`src/logic/board_io_macros.svh`:
```
`ifndef BOARD_IO_MACROS_SVH
`define BOARD_IO_MACROS_SVH

// Converter data widths
`define ADC_BITS 14
`define DAC_BITS 16

// Front panel LEDs
`define LED_COUNT 6

// Ethernet LED on top bit is active high, rest active low
`define LED_ACTIVE_LOW_MASK {1'b0, {(`LED_COUNT-1){1'b1}}}

// Watchdog kick counter, top bit drives WDI
`define WD_BITS 16

// Clock-ready samples kept for the DCM reset pulse
`define READY_HIST_DEPTH 6

// One active-low enable per SPI peripheral
`define SPI_SLAVES 8

`endif

```
`src/logic/board_io_pkg.sv`:
```
package board_io_pkg;

`include "board_io_macros.svh"

   // Bit positions in the SPI enable vector
   typedef enum logic [2:0]
   {
      SLV_CLKGEN   = 3'd0,
      SLV_MAIN_DAC = 3'd1,
      SLV_TX_DB    = 3'd2,
      SLV_TX_ADC   = 3'd3,
      SLV_TX_DAC   = 3'd4,
      SLV_RX_DB    = 3'd5,
      SLV_RX_ADC   = 3'd6,
      SLV_RX_DAC   = 3'd7
   } spi_slave_e;

   typedef logic [`ADC_BITS-1:0] adc_sample_t;   // One ADC conversion
   typedef logic [`DAC_BITS-1:0] dac_word_t;     // One DAC code

   // LED vector as seen by the core and by the pins
   typedef logic [`LED_COUNT-1:0] led_vec_t;

endpackage

```
`src/logic/converter_io.sv`:
```
`timescale 1ns/10ps

module converter_io import board_io_pkg::*;
(
   input  logic        dsp_clk,
   input  logic        rst_n_i,

   // ADC pins
   input  adc_sample_t adc_a_i,
   input  adc_sample_t adc_b_i,
   input  logic        adc_ovf_a_i,
   input  logic        adc_ovf_b_i,

   // Converter controls from the core
   input  logic        adc_on_a_i,
   input  logic        adc_on_b_i,
   input  logic        adc_oe_a_i,
   input  logic        adc_oe_b_i,

   // Retimed samples toward the core
   output adc_sample_t adc_a_o,
   output adc_sample_t adc_b_o,
   output logic        adc_ovf_a_o,
   output logic        adc_ovf_b_o,

   // Active-low control pins
   output logic        adc_oen_a_o,
   output logic        adc_oen_b_o,
   output logic        adc_pdn_a_o,
   output logic        adc_pdn_b_o,

   // DAC words and pins
   input  dac_word_t   dac_a_i,
   input  dac_word_t   dac_b_i,
   output dac_word_t   dac_a_o,
   output dac_word_t   dac_b_o
);

   adc_sample_t adc_a_s1;   // First capture stage at the pads
   adc_sample_t adc_b_s1;
   logic        ovf_a_s1;
   logic        ovf_b_s1;

   // Chip pins are active low, core side is active high
   assign adc_oen_a_o = ~adc_oe_a_i;
   assign adc_oen_b_o = ~adc_oe_b_i;
   assign adc_pdn_a_o = ~adc_on_a_i;
   assign adc_pdn_b_o = ~adc_on_b_i;

   // Two-stage sample capture, both channels in lockstep
   always_ff @(posedge dsp_clk or negedge rst_n_i)
   begin
      if (!rst_n_i)
      begin
         adc_a_s1    <= '0;
         adc_b_s1    <= '0;
         ovf_a_s1    <= 1'b0;
         ovf_b_s1    <= 1'b0;
         adc_a_o     <= '0;
         adc_b_o     <= '0;
         adc_ovf_a_o <= 1'b0;
         adc_ovf_b_o <= 1'b0;
      end
      else
      begin
         adc_a_s1    <= adc_a_i;
         adc_b_s1    <= adc_b_i;
         ovf_a_s1    <= adc_ovf_a_i;
         ovf_b_s1    <= adc_ovf_b_i;
         adc_a_o     <= adc_a_s1;      // Second stage
         adc_b_o     <= adc_b_s1;
         adc_ovf_a_o <= ovf_a_s1;
         adc_ovf_b_o <= ovf_b_s1;
      end
   end

   // DAC latches on the rising edge, so launch half a cycle early
   always_ff @(negedge dsp_clk or negedge rst_n_i)
   begin
      if (!rst_n_i)
      begin
         dac_a_o <= '0;
         dac_b_o <= '0;
      end
      else
      begin
         dac_a_o <= dac_a_i;
         dac_b_o <= dac_b_i;
      end
   end

endmodule

```
`src/logic/spi_select_router.sv`:
```
`timescale 1ns/10ps

`include "board_io_macros.svh"

module spi_select_router import board_io_pkg::*;
(
   // Shared serial bus from the core
   input  logic                   sclk_i,
   input  logic                   mosi_i,
   input  logic [`SPI_SLAVES-1:0] sen_n_i,   // Indexed by spi_slave_e
   output logic                   miso_o,

   // Clock generator and main DAC share one pair
   output logic                   sclk_main_o,
   output logic                   sdi_main_o,

   // TX daughterboard side
   output logic                   sclk_tx_db_o,
   output logic                   sdi_tx_db_o,
   output logic                   sclk_tx_adc_o,
   output logic                   sdi_tx_adc_o,
   output logic                   sclk_tx_dac_o,
   output logic                   sdi_tx_dac_o,

   // RX daughterboard side
   output logic                   sclk_rx_db_o,
   output logic                   sdi_rx_db_o,
   output logic                   sclk_rx_adc_o,
   output logic                   sdi_rx_adc_o,
   output logic                   sclk_rx_dac_o,
   output logic                   sdi_rx_dac_o,

   // Returned data, board DACs are write only
   input  logic                   sdo_main_i,
   input  logic                   sdo_tx_db_i,
   input  logic                   sdo_tx_adc_i,
   input  logic                   sdo_rx_db_i,
   input  logic                   sdo_rx_adc_i
);

   logic [`SPI_SLAVES-1:0] sel;        // Active-high selects
   logic [1:0]             bus_pair;   // Clock and data together
   logic                   sel_main;

   assign sel      = ~sen_n_i;
   assign bus_pair = {sclk_i, mosi_i};
   assign sel_main = sel[SLV_CLKGEN] | sel[SLV_MAIN_DAC];

   // Unselected peripherals see a quiet bus
   assign {sclk_main_o, sdi_main_o}     = bus_pair & {2{sel_main}};
   assign {sclk_tx_db_o, sdi_tx_db_o}   = bus_pair & {2{sel[SLV_TX_DB]}};
   assign {sclk_tx_adc_o, sdi_tx_adc_o} = bus_pair & {2{sel[SLV_TX_ADC]}};
   assign {sclk_tx_dac_o, sdi_tx_dac_o} = bus_pair & {2{sel[SLV_TX_DAC]}};
   assign {sclk_rx_db_o, sdi_rx_db_o}   = bus_pair & {2{sel[SLV_RX_DB]}};
   assign {sclk_rx_adc_o, sdi_rx_adc_o} = bus_pair & {2{sel[SLV_RX_ADC]}};
   assign {sclk_rx_dac_o, sdi_rx_dac_o} = bus_pair & {2{sel[SLV_RX_DAC]}};

   // Wired-OR of whichever readable devices are selected
   assign miso_o = (sel_main          & sdo_main_i)
                 | (sel[SLV_TX_DB]    & sdo_tx_db_i)
                 | (sel[SLV_TX_ADC]   & sdo_tx_adc_i)
                 | (sel[SLV_RX_DB]    & sdo_rx_db_i)
                 | (sel[SLV_RX_ADC]   & sdo_rx_adc_i);

endmodule

```
`src/logic/board_supervisor.sv`:
```
`timescale 1ns/10ps

`include "board_io_macros.svh"

module board_supervisor import board_io_pkg::*;
(
   input  logic     dsp_clk,
   input  logic     rst_n_i,

   // Watchdog
   input  logic     config_success_i,
   output logic     wdi_o,

   // Clock manager
   input  logic     clock_ready_i,
   output logic     pll_rst_o,

   // LEDs
   input  led_vec_t leds_i,
   output led_vec_t leds_o
);

   logic [`WD_BITS-1:0]          wd_cnt;
   logic [`READY_HIST_DEPTH-1:0] ready_hist;   // Newest sample in bit 0

   // Free-running kick counter, held at zero until config is done
   always_ff @(posedge dsp_clk or negedge rst_n_i)
   begin
      if (!rst_n_i)
      begin
         wd_cnt <= '0;
      end
      else if (!config_success_i)
      begin
         wd_cnt <= '0;
      end
      else
      begin
         wd_cnt <= wd_cnt + 1'b1;   // Wraps freely
      end
   end

   // Toggles every half counter period
   assign wdi_o = wd_cnt[`WD_BITS-1];

   // Clock-ready history
   always_ff @(posedge dsp_clk or negedge rst_n_i)
   begin
      if (!rst_n_i)
      begin
         ready_hist <= '0;
      end
      else
      begin
         ready_hist <= {ready_hist[`READY_HIST_DEPTH-2:0], clock_ready_i};
      end
   end

   // Pulse while the history is mixed, i.e. just after
   // any edge of clock_ready until it has settled
   assign pll_rst_o = ~(&ready_hist) & (|ready_hist);

   // Polarity fix-up for the front panel
   assign leds_o = leds_i ^ `LED_ACTIVE_LOW_MASK;

endmodule

```
`src/logic/board_io_top.sv`:
```
`timescale 1ns/10ps

`include "board_io_macros.svh"

module board_io_top import board_io_pkg::*;
(
   input  logic                   dsp_clk,
   input  logic                   rst_n_i,

   // ADC
   input  adc_sample_t            adc_a_i,
   input  adc_sample_t            adc_b_i,
   input  logic                   adc_ovf_a_i,
   input  logic                   adc_ovf_b_i,
   input  logic                   adc_on_a_i,
   input  logic                   adc_on_b_i,
   input  logic                   adc_oe_a_i,
   input  logic                   adc_oe_b_i,
   output adc_sample_t            adc_a_o,
   output adc_sample_t            adc_b_o,
   output logic                   adc_ovf_a_o,
   output logic                   adc_ovf_b_o,
   output logic                   adc_oen_a_o,
   output logic                   adc_oen_b_o,
   output logic                   adc_pdn_a_o,
   output logic                   adc_pdn_b_o,

   // DAC
   input  dac_word_t              dac_a_i,
   input  dac_word_t              dac_b_i,
   output dac_word_t              dac_a_o,
   output dac_word_t              dac_b_o,

   // SPI
   input  logic                   sclk_i,
   input  logic                   mosi_i,
   input  logic [`SPI_SLAVES-1:0] sen_n_i,
   output logic [`SPI_SLAVES-1:0] sen_n_o,   // Enables onward to the chips
   output logic                   miso_o,
   output logic                   sclk_main_o,
   output logic                   sdi_main_o,
   output logic                   sclk_tx_db_o,
   output logic                   sdi_tx_db_o,
   output logic                   sclk_tx_adc_o,
   output logic                   sdi_tx_adc_o,
   output logic                   sclk_tx_dac_o,
   output logic                   sdi_tx_dac_o,
   output logic                   sclk_rx_db_o,
   output logic                   sdi_rx_db_o,
   output logic                   sclk_rx_adc_o,
   output logic                   sdi_rx_adc_o,
   output logic                   sclk_rx_dac_o,
   output logic                   sdi_rx_dac_o,
   input  logic                   sdo_main_i,
   input  logic                   sdo_tx_db_i,
   input  logic                   sdo_tx_adc_i,
   input  logic                   sdo_rx_db_i,
   input  logic                   sdo_rx_adc_i,

   // Supervision
   input  logic                   config_success_i,
   input  logic                   clock_ready_i,
   output logic                   wdi_o,
   output logic                   pll_rst_o,
   input  led_vec_t               leds_i,
   output led_vec_t               leds_o
);

   assign sen_n_o = sen_n_i;   // Enables go to the chips unchanged

   converter_io conv0
   (
      .dsp_clk     (dsp_clk),      .rst_n_i     (rst_n_i),
      .adc_a_i     (adc_a_i),      .adc_b_i     (adc_b_i),
      .adc_ovf_a_i (adc_ovf_a_i),  .adc_ovf_b_i (adc_ovf_b_i),
      .adc_on_a_i  (adc_on_a_i),   .adc_on_b_i  (adc_on_b_i),
      .adc_oe_a_i  (adc_oe_a_i),   .adc_oe_b_i  (adc_oe_b_i),
      .adc_a_o     (adc_a_o),      .adc_b_o     (adc_b_o),
      .adc_ovf_a_o (adc_ovf_a_o),  .adc_ovf_b_o (adc_ovf_b_o),
      .adc_oen_a_o (adc_oen_a_o),  .adc_oen_b_o (adc_oen_b_o),
      .adc_pdn_a_o (adc_pdn_a_o),  .adc_pdn_b_o (adc_pdn_b_o),
      .dac_a_i     (dac_a_i),      .dac_b_i     (dac_b_i),
      .dac_a_o     (dac_a_o),      .dac_b_o     (dac_b_o)
   );

   spi_select_router spi0
   (
      .sclk_i        (sclk_i),         .mosi_i        (mosi_i),
      .sen_n_i       (sen_n_i),        .miso_o        (miso_o),
      .sclk_main_o   (sclk_main_o),    .sdi_main_o    (sdi_main_o),
      .sclk_tx_db_o  (sclk_tx_db_o),   .sdi_tx_db_o   (sdi_tx_db_o),
      .sclk_tx_adc_o (sclk_tx_adc_o),  .sdi_tx_adc_o  (sdi_tx_adc_o),
      .sclk_tx_dac_o (sclk_tx_dac_o),  .sdi_tx_dac_o  (sdi_tx_dac_o),
      .sclk_rx_db_o  (sclk_rx_db_o),   .sdi_rx_db_o   (sdi_rx_db_o),
      .sclk_rx_adc_o (sclk_rx_adc_o),  .sdi_rx_adc_o  (sdi_rx_adc_o),
      .sclk_rx_dac_o (sclk_rx_dac_o),  .sdi_rx_dac_o  (sdi_rx_dac_o),
      .sdo_main_i    (sdo_main_i),     .sdo_tx_db_i   (sdo_tx_db_i),
      .sdo_tx_adc_i  (sdo_tx_adc_i),   .sdo_rx_db_i   (sdo_rx_db_i),
      .sdo_rx_adc_i  (sdo_rx_adc_i)
   );

   board_supervisor sup0
   (
      .dsp_clk          (dsp_clk),
      .rst_n_i          (rst_n_i),
      .config_success_i (config_success_i),
      .wdi_o            (wdi_o),
      .clock_ready_i    (clock_ready_i),
      .pll_rst_o        (pll_rst_o),
      .leds_i           (leds_i),
      .leds_o           (leds_o)
   );

endmodule

```
`config.mk`:
```
export PLATFORM = sky130hd
export DESIGN_NAME = board_io_top
export DESIGN_NICKNAME = d
export VERILOG_FILES = /design/src/logic/board_io_pkg.sv /design/src/logic/converter_io.sv /design/src/logic/spi_select_router.sv /design/src/logic/board_supervisor.sv /design/src/logic/board_io_top.sv
export VERILOG_INCLUDE_DIRS = /design/src /design/src/logic
export SDC_FILE = /design/constraint.sdc
export NUM_CORES = 1
export LEC_CHECK = 0
export BUFFER_PORTS_ARGS = -buffer_cell sky130_fd_sc_hd__clkbuf_2
export CAP_MARGIN = 20
export CORE_MARGIN = 1.5
export CORE_UTILIZATION = 47
export DETAILED_ROUTE_END_ITERATION = 10
export PLACE_DENSITY = 0.82
export REMOVE_ABC_BUFFERS = 1
export SLEW_MARGIN = 10
export SYNTH_ARGS = -nofsm -noshare
export SYNTH_HDL_FRONTEND = slang
export SYNTH_HIERARCHICAL = 1
export SYNTH_SLANG_ARGS = --single-unit
```
`constraint.sdc`:
```
create_clock -name dsp_clk -period 3.9 [get_ports dsp_clk]
set_clock_uncertainty 0.15 [all_clocks]
set_input_delay 0.195 -clock dsp_clk [delete_from_list [all_inputs] [get_ports dsp_clk]]
set_output_delay 0.195 -clock dsp_clk [all_outputs]
set_load 0.05 [all_outputs]
```
* Word level (Yosys, flattened, before mapping) *
Cells that the tools add are included.

storage, ports and cells
  bits in registers = 114
  bits of input ports = 91
  output and inout port bits = 97
  word-level logic and storage cells = 41

cells by class
  add/sub/neg operators = 1
  muxes and demuxes = 1
  bitwise operators = 25
  reductions and logical operators = 2

operator list
  cell                                                             number
  16-bit by 1-bit adder with 16-bit output, second input constant  1
  16-bit 2-to-1 mux                                                1
  2-bit AND                                                        7
  8-bit inverter                                                   1
  1-bit AND                                                        6
  6-bit AND reduction                                              1
  6-bit OR reduction                                               1
  1-bit inverter                                                   5
  5-bit inverter                                                   1
  1-bit bitwise OR                                                 5

* Longest topological paths before layout *
Gate-level depths: netlist (run 1).

  depth after elaboration = 7
  depth in mapped cells = 4
  mapped depth without buffers = 4

* Cells and area by module *
The synthesis (run 1) kept the hierarchy.

by module, submodules not included
  module             times used  cells each  area an instance (sq um)  seq. area each (sq um)
  converter_io       1           96          2,317.2                   2,302.2
  board_supervisor   1           96          998.5                     550.5
  spi_select_router  1           22          133.9                     0.0
  board_io_top       1           8           60.1                      0.0

==> metrics.md, run 1 <==
| Metric | Value |
|---|---|
| Status | `complete, no violations` |
| Clk pin slew, worst setup/hold paths | `around 60 ps` |
| CTS tree | `yes` |
| Die Y | `roughly 89 um` |
| Sink Count | `around 110` |
| CP max FO | `1` |
| Initial antenna violation count | `0` |
| Top-level I/O count | `188` |
| Core area | `slightly above 0.007 mm^2` |
| Final Max Tran Viols | `0` |
| Vias in the first global route | `2,612` |
| Cell chain of the critical path | `clkbuf_2` |
| RSZ-0062 raised after global routing | `false` |
| Ys Warns | `6` |
| Slew headroom | `50.3%` |
| Post-synth ARST share | `between 90% and 100%` |
| Hold Crit Class | `primary input to async pin` |
| Slowest stage delay, CP | `410 ps` |
| Worst-skew pair later-pin latency | `around 500 ps` |
| Placement Setup Slack | `approximately 940 ps` |
| Final TNS setup | `0 ps` |
| Post-synthesis cell area | `around 0.0035 mm^2` |
| LEAKAGE | `2.78 nW` |
| H-tree levels | `4` |
| Area grow syn2layout | `54.0%` |
| Synthesized area per cell | `15.8 um^2` |
| Clock Path Buffers | `2` |
| CTS Root Cell | `clkbuf_8` |
| Largest net degree at the start of global routing | `61` |
| Dpl hpwl | `5420 um` |
| Critical Path AT | `3090 ps` |
| Vias per inst | `4.64` |
| CP Capture Type | `primary output` |
| Hold_ws | `184 ps` |
| Row cnt | `31` |
| DRC viols | `0` |
| Global-route wire length before repair | `12,200 um` |
| Top post-synthesis cells by count | `dfrtp_1, dfrtn_1, inv_1` |
| CP Buf/Inv Count | `1` |
| Synthesized flop and latch total | `roughly 110` |
| CTS Hold Buffers Added | `33` |
| Sequential share of the synthesized area | `a little over 80%` |
| WL final | `8320 um` |
| Gpl congestion | `0.737` |
| Endpoints failing setup | `0` |
| Final worst setup slack | `~460 ps` |
| Share of the synthesized area in the top cell type | `58.5%` |
| Dominant cells by area after synthesis | `dfrtp_1, dfrtn_1, buf_4, inv_1, nor2b_1` |
| Worst path required time | `3560 ps` |
| Detailed Routing Iterations Pass 1 | `4` |
| CTS Buf Count | `17` |
| WS Path Type | `flip-flop to primary output` |
| Max-cap viol count | `0` |
| PwrDens | `about 570 mW/mm^2` |
| Worst Max-Slew Pin Slew | `746 ps` |
| Synth Flop Type | `dfrtp_1` |
| Drt initial violations | `63` |
| Synth cell types | `32` |
| Overall Power | `3.07 mW` |
| Register-to-register setup slack | `2060 ps` |
| Final Hold Viols | `0` |
| Share of cells above drive strength 1 | `approximately half` |
| Delay-heaviest family, CP | `flip-flops` |
| Post-CTS Setup Bufs | `0` |
| Grt ovf | `0` |
| Initial Util | `48.4%` |
| Final #Nets | `543` |
| Synthesized instance count | `222` |
| Count leader, synth | `dfrtp_1` |
| Mean routed wirelength per cell | `14.8 um` |
| Peak VDD IR | `0.489 mV` |
| Diodes inserted | `0` |
| Die X | `89.4 um` |
| Global router's overall resource usage | `22.2%` |
| Post-synth EDFFs | `0` |
| Resize count post-CTS | `0` |
| DIE AREA | `between 0.007 and 0.008 mm^2` |
| Slowest cell on the critical path | `dfrtn_1` |
| Post-route ant nets | `0` |
| Port bufs | `185` |
| CP Launch Type | `flip-flop` |
| Vias | `2,610` |
| Synth area leader | `dfrtp_1` |
[metal layers]
layer | wire [um] | global-route usage [%] | share of wire [%] | vias up
met3 | 651 | 9.88 | 7.8 | 9
met5 | 0 | 0 | 0 | -
met4 | 107 | 7.69 | 1.3 | 0
li1 | - | - | - | 1192
met2 | 4720 | 42.2 | 57 | 132
met1 | 2850 | 20.8 | 34 | 1277
[path summary, 6_finish.rpt]
| check | end | start | cells past startpoint |
|---|---|---|---|
| worst max-delay path | dac_a_o[15] | conv0/dac_a_o[15]$_DFF_NN0_ | 1 |
| worst min-delay path | conv0/adc_a_s1[4]$_DFF_PN0_ | rst_n_i | 2 |
| worst max register to register | sup0/wd_cnt[12]$_DFF_PN0_ | sup0/wd_cnt[0]$_DFF_PN0_ | 4 |
| worst min register to register | conv0/adc_b_o[13]$_DFF_PN0_ | conv0/adc_b_s1[13]$_DFF_PN0_ | 0 |
| max in group asynchronous | conv0/dac_a_o[3]$_DFF_NN0_ | rst_n_i | 2 |
| min in group dsp_clk | conv0/adc_a_s1[1]$_DFF_PN0_ | adc_a_i[1] | 2 |
[state kept, by name (all words and copies together) (netlist names), 6 cells and up]
name             count
conv0/dac_b_o       16
conv0/adc_a_o       14
conv0/adc_b_s1      14
sup0/ready_hist      6
conv0/adc_a_s1      14
conv0/adc_b_o       14
sup0/wd_cnt         16
conv0/dac_a_o       16
[kinds of logic (layout without fill, tap and decap cells)]
kind of cell	after synthesis	after routing	synth area share, %
AO/OA/AOI/OAI	18	18	3.07
XOR/XNOR	3	3	0.749
adder cells (fa/ha/maj)	1	1	0.356
buffers and inverters	28	270	3.96
flip-flops	114	114	81.3
multiplexers	4	4	1.14
AND/OR/NAND/NOR	54	54	9.45
[through the flow]
| step | cells | utilization [%] | area [um^2] |
|---|---|---|---|
| 2_1_floorplan | 211 | - | 3430 |
| 3_3_place_gp | 498 | 62.2 | 4510 |
| 3_5_place_dp | 498 | 62.2 | 4510 |
| 4_1_cts | 563 | 74.5 | 5410 |
| 5_1_grt | 563 | 74.5 | 5410 |
| 6_report | 563 | 74.5 | 5410 |
[power breakdown]
part           switching, mW  total [mW]  internal, mW
sequential            0.0217        1.26          1.24
clock                  0.553        1.45         0.893
combinational          0.261       0.359        0.0975
[cell type report]
class,count,area [um^2]
Inverter,17,63.8
Sequential cell,114,2850
Timing Repair Buffer,221,1280
Fill cell,478,1850
Clock buffer,20,447
Tap cell,99,124
Clock inverter,12,119
Multi-Input combinational cell,80,518
[layout by cell type, fill, tap and decap left out, types with 5 or more instances in the layout]
cell,instances
or4_1,5
dfrtp_1,82
dlygate4sd3_1,33
inv_1,17
nand2_1,9
clkbuf_2,184
clkbuf_16,17
dfrtn_1,32
nor2b_1,9
inv_6,5
a21oi_1,7
(Power assumes the default switching activity.)
==> run 2: changes to the inputs <==
--- a/config.mk
+++ b/config.mk
@@ -9,9 +9,9 @@
 export BUFFER_PORTS_ARGS = -buffer_cell sky130_fd_sc_hd__clkbuf_2
 export CAP_MARGIN = 20
 export CORE_MARGIN = 1.5
-export CORE_UTILIZATION = 47
+export CORE_UTILIZATION = 40
 export DETAILED_ROUTE_END_ITERATION = 10
-export PLACE_DENSITY = 0.82
+export PLACE_DENSITY = 0.74
 export REMOVE_ABC_BUFFERS = 1
 export SLEW_MARGIN = 10
 export SYNTH_ARGS = -nofsm -noshare
==> constraint.sdc (replaced) <==
create_clock -name dsp_clk -period 3.1 [get_ports dsp_clk]
set_clock_uncertainty 0.15 [all_clocks]
set_input_delay 0.155 -clock dsp_clk [delete_from_list [all_inputs] [get_ports dsp_clk]]
set_output_delay 0.155 -clock dsp_clk [all_outputs]
set_load 0.005 [all_outputs]
==> run 2 against run 1 <==
  * Clock power rose by 19%
  * Global-route usage down 2.2 points
  * Non-clock buffer count fell by 1
  * Highest routed layer unchanged
  * Combinational power fell by 37%
  * Via count is the same
  * Final area decreased by 0.60%
  * Largest cell class unchanged
  * Sequential power grew 26%
  * Setup slack lost 200 ps
  * Sequential share of layout area up 0.32 points
  * Critical path type unchanged
  * Clock-buffer cell count up 2
==> metrics.md, run 2 (synthesis results as in run 1) <==
| Metric | Value |
|---|---|
| Vias | `2,610 (unchanged)` |
| Critical Path AT | `2530 ps (-560 ps)` |
| DRC viols | `0 (unchanged)` |
| Register-to-register setup slack | `1290 ps (-770 ps)` |
| Grt ovf | `0 (unchanged)` |
| Largest net degree at the start of global routing | `59 (-3.3%)` |
| Critical path startpoint | `conv0/dac_a_o[14]$_DFF_NN0_` |
| Detailed Routing Iterations Pass 1 | `4 (unchanged)` |
| FF-to-FF path depth | `4 (unchanged)` |
| Share of cells above drive strength 1 | `47.7% (-0.54 points)` |
| PwrDens | `659 mW/mm^2 (+16%)` |
| Die X | `96.7 um (+8.1%)` |
| Initial antenna violation count | `0 (unchanged)` |
| Gpl congestion | `0.783 (+6.1%)` |
| Worst path required time | `2790 ps (-770 ps)` |
| Reg2Reg Launch Point | `sup0/wd_cnt[0]$_DFF_PN0_` |
| LEAKAGE | `2.76 nW (-0.96%)` |
| Area grow syn2layout | `53.1%` |
| WL final | `8780 um (+5.4%)` |
| Vias per inst | `4.60 (-0.88%)` |
| Reg power frac | `44.9% (+3.7 points)` |
| Pint | `2.76 mW (+24%)` |
| Post-CTS Setup Bufs | `0 (unchanged)` |
| Final Max Tran Viols | `0 (unchanged)` |
| Peak VDD IR | `0.591 mV (+21%)` |
| CP Capture Type | `primary output` |
| Vias in the first global route | `2,877 (+10%)` |
| Slew headroom | `51.2% (+0.95 points)` |
| Sw frac | `22.0% (-5.2 points)` |
| Global router's overall resource usage | `20.0% (-2.2 points)` |
| Worst-skew pair later-pin latency | `490 ps (-20 ps)` |
| Leading registers by flop count | `conv0/dac_a_o: 16 flops, conv0/dac_b_o: 16 flops, sup0/wd_cnt: 16 flops` |
| WS Path Type | `flip-flop to primary output` |
| Most common cell after layout, fill and taps aside | `clkbuf_2` |
| Final TNS setup | `0 ps (unchanged)` |
| Delay-heaviest family, CP | `flip-flops` |
| Slowest stage delay, CP | `410 ps (about the same)` |
| Resize count post-CTS | `0 (unchanged)` |
| Clk pin slew, worst setup/hold paths | `60 ps (about the same)` |
| CP max FO | `1 (unchanged)` |
| CTS Root Cell | `clkbuf_8` |
| Sink Count | `114 (unchanged)` |
| CTS Hold Buffers Added | `33 (unchanged)` |
| Mean routed wirelength per cell | `15.5 um (+4.5%)` |
| P_sw | `779 uW (-6.8%)` |
| Max-cap viol count | `0 (unchanged)` |
| Hold_ws | `150 ps (-33.5 ps)` |
| CTS tree | `yes` |
| Initial Util | `42.1% (-6.3 points)` |
| Die Y | `96.7 um (+8.1%)` |
| Post-route ant nets | `0 (unchanged)` |
| Dpl hpwl | `5380 um (-0.79%)` |
| Row cnt | `33 (+6.5%)` |
| RSZ-0062 raised after global routing | `false` |
| Diodes inserted | `0 (unchanged)` |
| Worst Max-Slew Pin Slew | `732 ps (-14.2 ps)` |
| Hold Crit Class | `primary input to async pin` |
| H-tree levels | `4 (unchanged)` |
| Endpoints failing setup | `0 (unchanged)` |
| Core area | `0.00834 mm^2 (+15%)` |
| CP Buf/Inv Count | `1 (unchanged)` |
| Global-route wire length before repair | `14,200 um (+17%)` |
| Cell chain of the critical path | `clkbuf_2` |
| Final #Nets | `542 (-0.18%)` |
| Final Hold Viols | `0 (unchanged)` |
| CP Launch Type | `flip-flop` |
| Worst R2R End | `sup0/wd_cnt[12]$_DFF_PN0_` |
| Top-level I/O count | `188 (unchanged)` |
| Logic pwr share | `6.4% (-5.3 points)` |
| CTS Buf Count | `17 (unchanged)` |
| DIE AREA | `0.00935 mm^2 (+17%)` |
| Clock share of power | `48.7% (+1.6 points)` |
| Port bufs | `185 (unchanged)` |
| Most frequent cells in the layout | `clkbuf_2, dfrtp_1, dlygate4sd3_1, dfrtn_1, inv_1` |
| Clock Path Buffers | `2 (unchanged)` |
| Status | `complete, no violations` |
| Slowest cell on the critical path | `dfrtn_1` |
| Drt initial violations | `79 (+25%)` |
==> run 2: cell count changes in the layout (fill, tap and decap cells not counted), moves of 2 or more <==
| cell | previous run | this run |
|---|---|---|
| clkbuf_1 | 2 | 4 |
| clkinv_2 | 1 | 4 |
| clkinvlp_4 | 1 | 3 |
| inv_6 | 5 | 0 |
==> run 2: final cells by class <==
cell class | instances | area [um^2]
Tap cell | 105 | 131
Fill cell | 587 | 2970
Multi-Input combinational cell | 80 | 518
Timing Repair Buffer | 220 | 1270
Clock buffer | 22 | 443
Inverter | 17 | 63.8
Sequential cell | 114 | 2850
Clock inverter | 10 | 90.1
==> run 2: worst max path at each step <==
stage,endpoint,slack (ps),cells after the start
floorplan,dac_a_o[0],870,0
global placement,dac_a_o[8],760,1
detailed placement,conv0/dac_a_o[13]$_DFF_NN0_,730,1
CTS,dac_a_o[4],270,1
global route,dac_a_o[14],230,1
finish,dac_a_o[14],260,1
==> run 2: power by group through the flow <==
stage               Sequential, mW  Combinational [mW]  Clock (mW)
floorplan                     1.61              0.0256           0
global placement              1.61               0.191           0
detailed placement            1.61               0.194           0
CTS                           1.59               0.228        1.76
global route                  1.59               0.252        1.84
finish                        1.59               0.227        1.72
==> run 2: through the flow <==
step           cells  utilization [%]  total power, mW  worst slack (ps)  cell area [um^2]
2_1_floorplan    211                -             1.64               866              3430
3_3_place_gp     503             54.1             1.80               758              4510
3_5_place_dp     503             54.1             1.80               727              4510
4_1_cts          568             64.4             3.57               267              5370
5_1_grt          568             64.4             3.69               226              5370
6_report         568             64.4             3.54               262              5370
==> run 2: per-layer routing <==
layer | vias to the layer above | part of all wire (%) | GRT usage (%)
met3 | 10 | 11 | 9.68
met2 | 159 | 52 | 34.5
li1 | 1182 | - | -
met1 | 1259 | 35 | 20.5
met4 | 0 | 1.7 | 8.70
met5 | - | 0 | 0
==> run 3: changes to the inputs <==
--- a/config.mk
+++ b/config.mk
@@ -8,13 +8,12 @@
 export LEC_CHECK = 0
 export BUFFER_PORTS_ARGS = -buffer_cell sky130_fd_sc_hd__clkbuf_2
 export CAP_MARGIN = 20
+export CORE_ASPECT_RATIO = 0.5
 export CORE_MARGIN = 1.5
 export CORE_UTILIZATION = 40
 export DETAILED_ROUTE_END_ITERATION = 10
-export PLACE_DENSITY = 0.74
+export PLACE_DENSITY = 0.75
 export REMOVE_ABC_BUFFERS = 1
-export SLEW_MARGIN = 10
 export SYNTH_ARGS = -nofsm -noshare
 export SYNTH_HDL_FRONTEND = slang
-export SYNTH_HIERARCHICAL = 1
 export SYNTH_SLANG_ARGS = --single-unit
==> run 3 against run 2 <==
  * Sequential power about the same
  * Wire length down 6.6%
  * Clock-buffer cell count up 6
==> metrics.md, run 3 <==
| Metric | Value |
|---|---|
| Synthesized instance count | `215 (-3.2%)` |
| LEAKAGE | `2.80 nW (+1.8%)` |
| Post-synth EDFFs | `0 (unchanged)` |
| Final TNS setup | `0 ps (unchanged)` |
| Synthesized flop and latch total | `114 (unchanged)` |
| Clock share of power | `48.8% (about the same)` |
| CTS Root Cell | `clkbuf_16` |
| CP max FO | `1 (unchanged)` |
| Peak VDD IR | `0.404 mV (-32%)` |
| Vias per inst | `4.31 (-6.2%)` |
| Diodes inserted | `0 (unchanged)` |
| RSZ-0062 raised after global routing | `false` |
| Fin util | `65.2% (+0.83 points)` |
| Vias | `2,448 (-6.2%)` |
| Hold Crit Class | `primary input to flip-flop` |
| Sequential share of the synthesized area | `81.6% (+0.32 points)` |
| Initial Util | `42.5% (+0.40 points)` |
| Dpl cells | `504 (+0.20%)` |
| Die X | `135 um (+40%)` |
| Die Y | `69.1 um (-29%)` |
| Clock Path Buffers | `2 (unchanged)` |
| Most common cell after layout, fill and taps aside | `clkbuf_2` |
| Post-synth ARST share | `100% (unchanged)` |
| Count leader, synth | `dfrtp_1` |
| WS Path Type | `flip-flop to primary output` |
| Max-cap viol count | `0 (unchanged)` |
| Vias in the first global route | `2,551 (-11%)` |
| Critical Path AT | `2450 ps (-80 ps)` |
| Worst hold path depth | `2` |
| Reg power frac | `44.9% (about the same)` |
| Global router's overall resource usage | `18.6% (-1.4 points)` |
| WL final | `8200 um (-6.6%)` |
| Final cell count without fillers | `568 (unchanged)` |
| Clk pin slew, worst setup/hold paths | `50 ps (about the same)` |
| Area grow syn2layout | `53.6%` |
| Pint | `2.81 mW (+1.6%)` |
| CTS tree | `yes` |
| FF-to-FF path depth | `5 (+1)` |
| P_sw | `728 uW (-6.5%)` |
| Sink Count | `114 (unchanged)` |
| Slowest cell on the critical path | `dfrtn_1` |
| Resize count post-CTS | `0 (unchanged)` |
| Placement Setup Slack | `733 ps (+5.32 ps)` |
| Ys Warns | `0 (-6)` |
| Final worst setup slack | `345 ps (+83.0 ps)` |
| Leading registers by flop count | `conv0.dac_a_o: 16 flops, conv0.dac_b_o: 16 flops, sup0.wd_cnt: 16 flops` |
| Final #Nets | `535 (-1.3%)` |
| Sw frac | `20.6% (-1.4 points)` |
| Dpl hpwl | `5280 um (-1.8%)` |
| DIE AREA | `0.00934 mm^2 (about the same)` |
| Initial antenna violation count | `0 (unchanged)` |
| DRC viols | `0 (unchanged)` |
| Row cnt | `23 (-30%)` |
| Largest net degree at the start of global routing | `60 (+1.7%)` |
| Delay-heaviest family, CP | `flip-flops` |
| Dominant cells by area after synthesis | `dfrtp_1, dfrtn_1, and2_1, nor2b_1, buf_4` |
| Share of cells above drive strength 1 | `47.6% (-0.14 points)` |
| Synth area leader | `dfrtp_1` |
| Synth Flop Type | `dfrtp_1` |
| CTS Buf Count | `17 (unchanged)` |
| Cell chain of the critical path | `clkbuf_2` |
| Worst path required time | `2790 ps (about the same)` |
| Placed inst area | `0.00451 mm^2 (about the same)` |
| Final Hold Viols | `0 (unchanged)` |
| Grt ovf | `0 (unchanged)` |
| Mean routed wirelength per cell | `14.4 um (-6.6%)` |
| Slowest stage delay, CP | `390 ps (-20 ps)` |
| Final Max Tran Viols | `0 (unchanged)` |
| Most frequent cells in the layout | `clkbuf_2, dfrtp_1, dfrtn_1, dlygate4sd3_1, clkbuf_16` |
| Fillers | `593 (+1.0%)` |
| Post-route ant nets | `0 (unchanged)` |
| Detailed Routing Iterations Pass 1 | `4 (unchanged)` |
| CP Launch Type | `flip-flop` |
| Endpoints failing setup | `0 (unchanged)` |
| PwrDens | `658 mW/mm^2 (-0.13%)` |
| Gpl congestion | `0.760 (-2.9%)` |
| Register Area | `0.00285 mm^2 (unchanged)` |
| CP Buf/Inv Count | `1 (unchanged)` |
| Slew headroom | `50.6% (-0.60 points)` |
| Worst-skew pair later-pin latency | `400 ps (-90 ps)` |
| Share of the synthesized area in the top cell type | `58.7% (+0.23 points)` |
| Port bufs | `185 (unchanged)` |
| Worst Max-Slew Pin Slew | `741 ps (+8.95 ps)` |
| Top-level I/O count | `188 (unchanged)` |
| Status | `complete, no violations` |
| Core area | `0.00823 mm^2 (-1.3%)` |
| Synthesized area per cell | `16.3 um^2 (+2.9%)` |
| Synth cell types | `29 (-9.4%)` |
| Multi-input gate area | `515 um^2 (-0.48%)` |
| WP depth | `1 (unchanged)` |
| H-tree levels | `4 (unchanged)` |
| Drt initial violations | `139 (+76%)` |
| Design Area, Final | `0.00537 mm^2 (about the same)` |
| CP Capture Type | `primary output` |
| Logic pwr share | `6.3% (about the same)` |
| Global-route wire length before repair | `12,800 um (-9.9%)` |
| Post-synthesis cell area | `0.00350 mm^2 (-0.39%)` |
| Top post-synthesis cells by count | `dfrtp_1, dfrtn_1, inv_1` |
-- run 3: metal layers --
layer	global-route usage (%)	vias to the layer above	routed length (um)
li1	-	1143	-
met1	18.9	1197	2930
met2	34.5	88	4670
met3	4.42	20	385
met4	11.5	0	212
met5	0	-	0
-- run 3: final timing paths --
path	from	endpoint	slack, ps
max in group asynchronous	rst_n_i	conv0.dac_b_o[9]$_DFF_NN0_	590
worst min register to register	conv0.adc_a_s1[6]$_DFF_PN0_	conv0.adc_a_o[6]$_DFF_PN0_	190
worst max register to register	sup0.wd_cnt[0]$_DFF_PN0_	sup0.wd_cnt[14]$_DFF_PN0_	1140
worst min-delay path	config_success_i	sup0.wd_cnt[14]$_DFF_PN0_	40
min in group asynchronous	rst_n_i	conv0.adc_b_s1[1]$_DFF_PN0_	240
worst max-delay path	conv0.dac_a_o[10]$_DFF_NN0_	dac_a_o[10]	350
-- run 3: area by class of cell --
cell class,instances,area share [%]
Timing Repair Buffer,219,23.5
Tap cell,112,2.61
Sequential cell,114,53.1
Multi-Input combinational cell,76,9.60
Inverter,15,1.05
Clock buffer,28,9.62
Clock inverter,4,0.466
-- run 3: cells by family after synthesis --
logic type      synth area share, %
buf+inv                        3.65
simple gates                   9.70
compound gates                 1.93
flops                          81.6
xor+xnor                       2.76
fa+ha+maj                     0.358
-- run 3: through the flow --
stage	power (mW)	hold slack [ps]
final	3.53	38.2
after global routing	3.67	57.3
after detailed placement	1.80	110
after CTS	3.56	11.0
after floorplan	1.63	-291
after global placement	1.79	95.5
-- run 3: power groups by stage --
| stage | clock network [mW] | registers [mW] | logic [mW] |
|---|---|---|---|
| floorplan | 0 | 1.61 | 0.0218 |
| global placement | 0 | 1.60 | 0.186 |
| detailed placement | 0 | 1.61 | 0.190 |
| CTS | 1.75 | 1.59 | 0.225 |
| global route | 1.83 | 1.59 | 0.246 |
| finish | 1.72 | 1.59 | 0.222 |
-- run 3: timing repair --
action	in CTS	in global routing
hold endpoints to repair	56	0
setup buffers	0	0
endpoints found under the setup margin	0	0
hold buffers	32	0
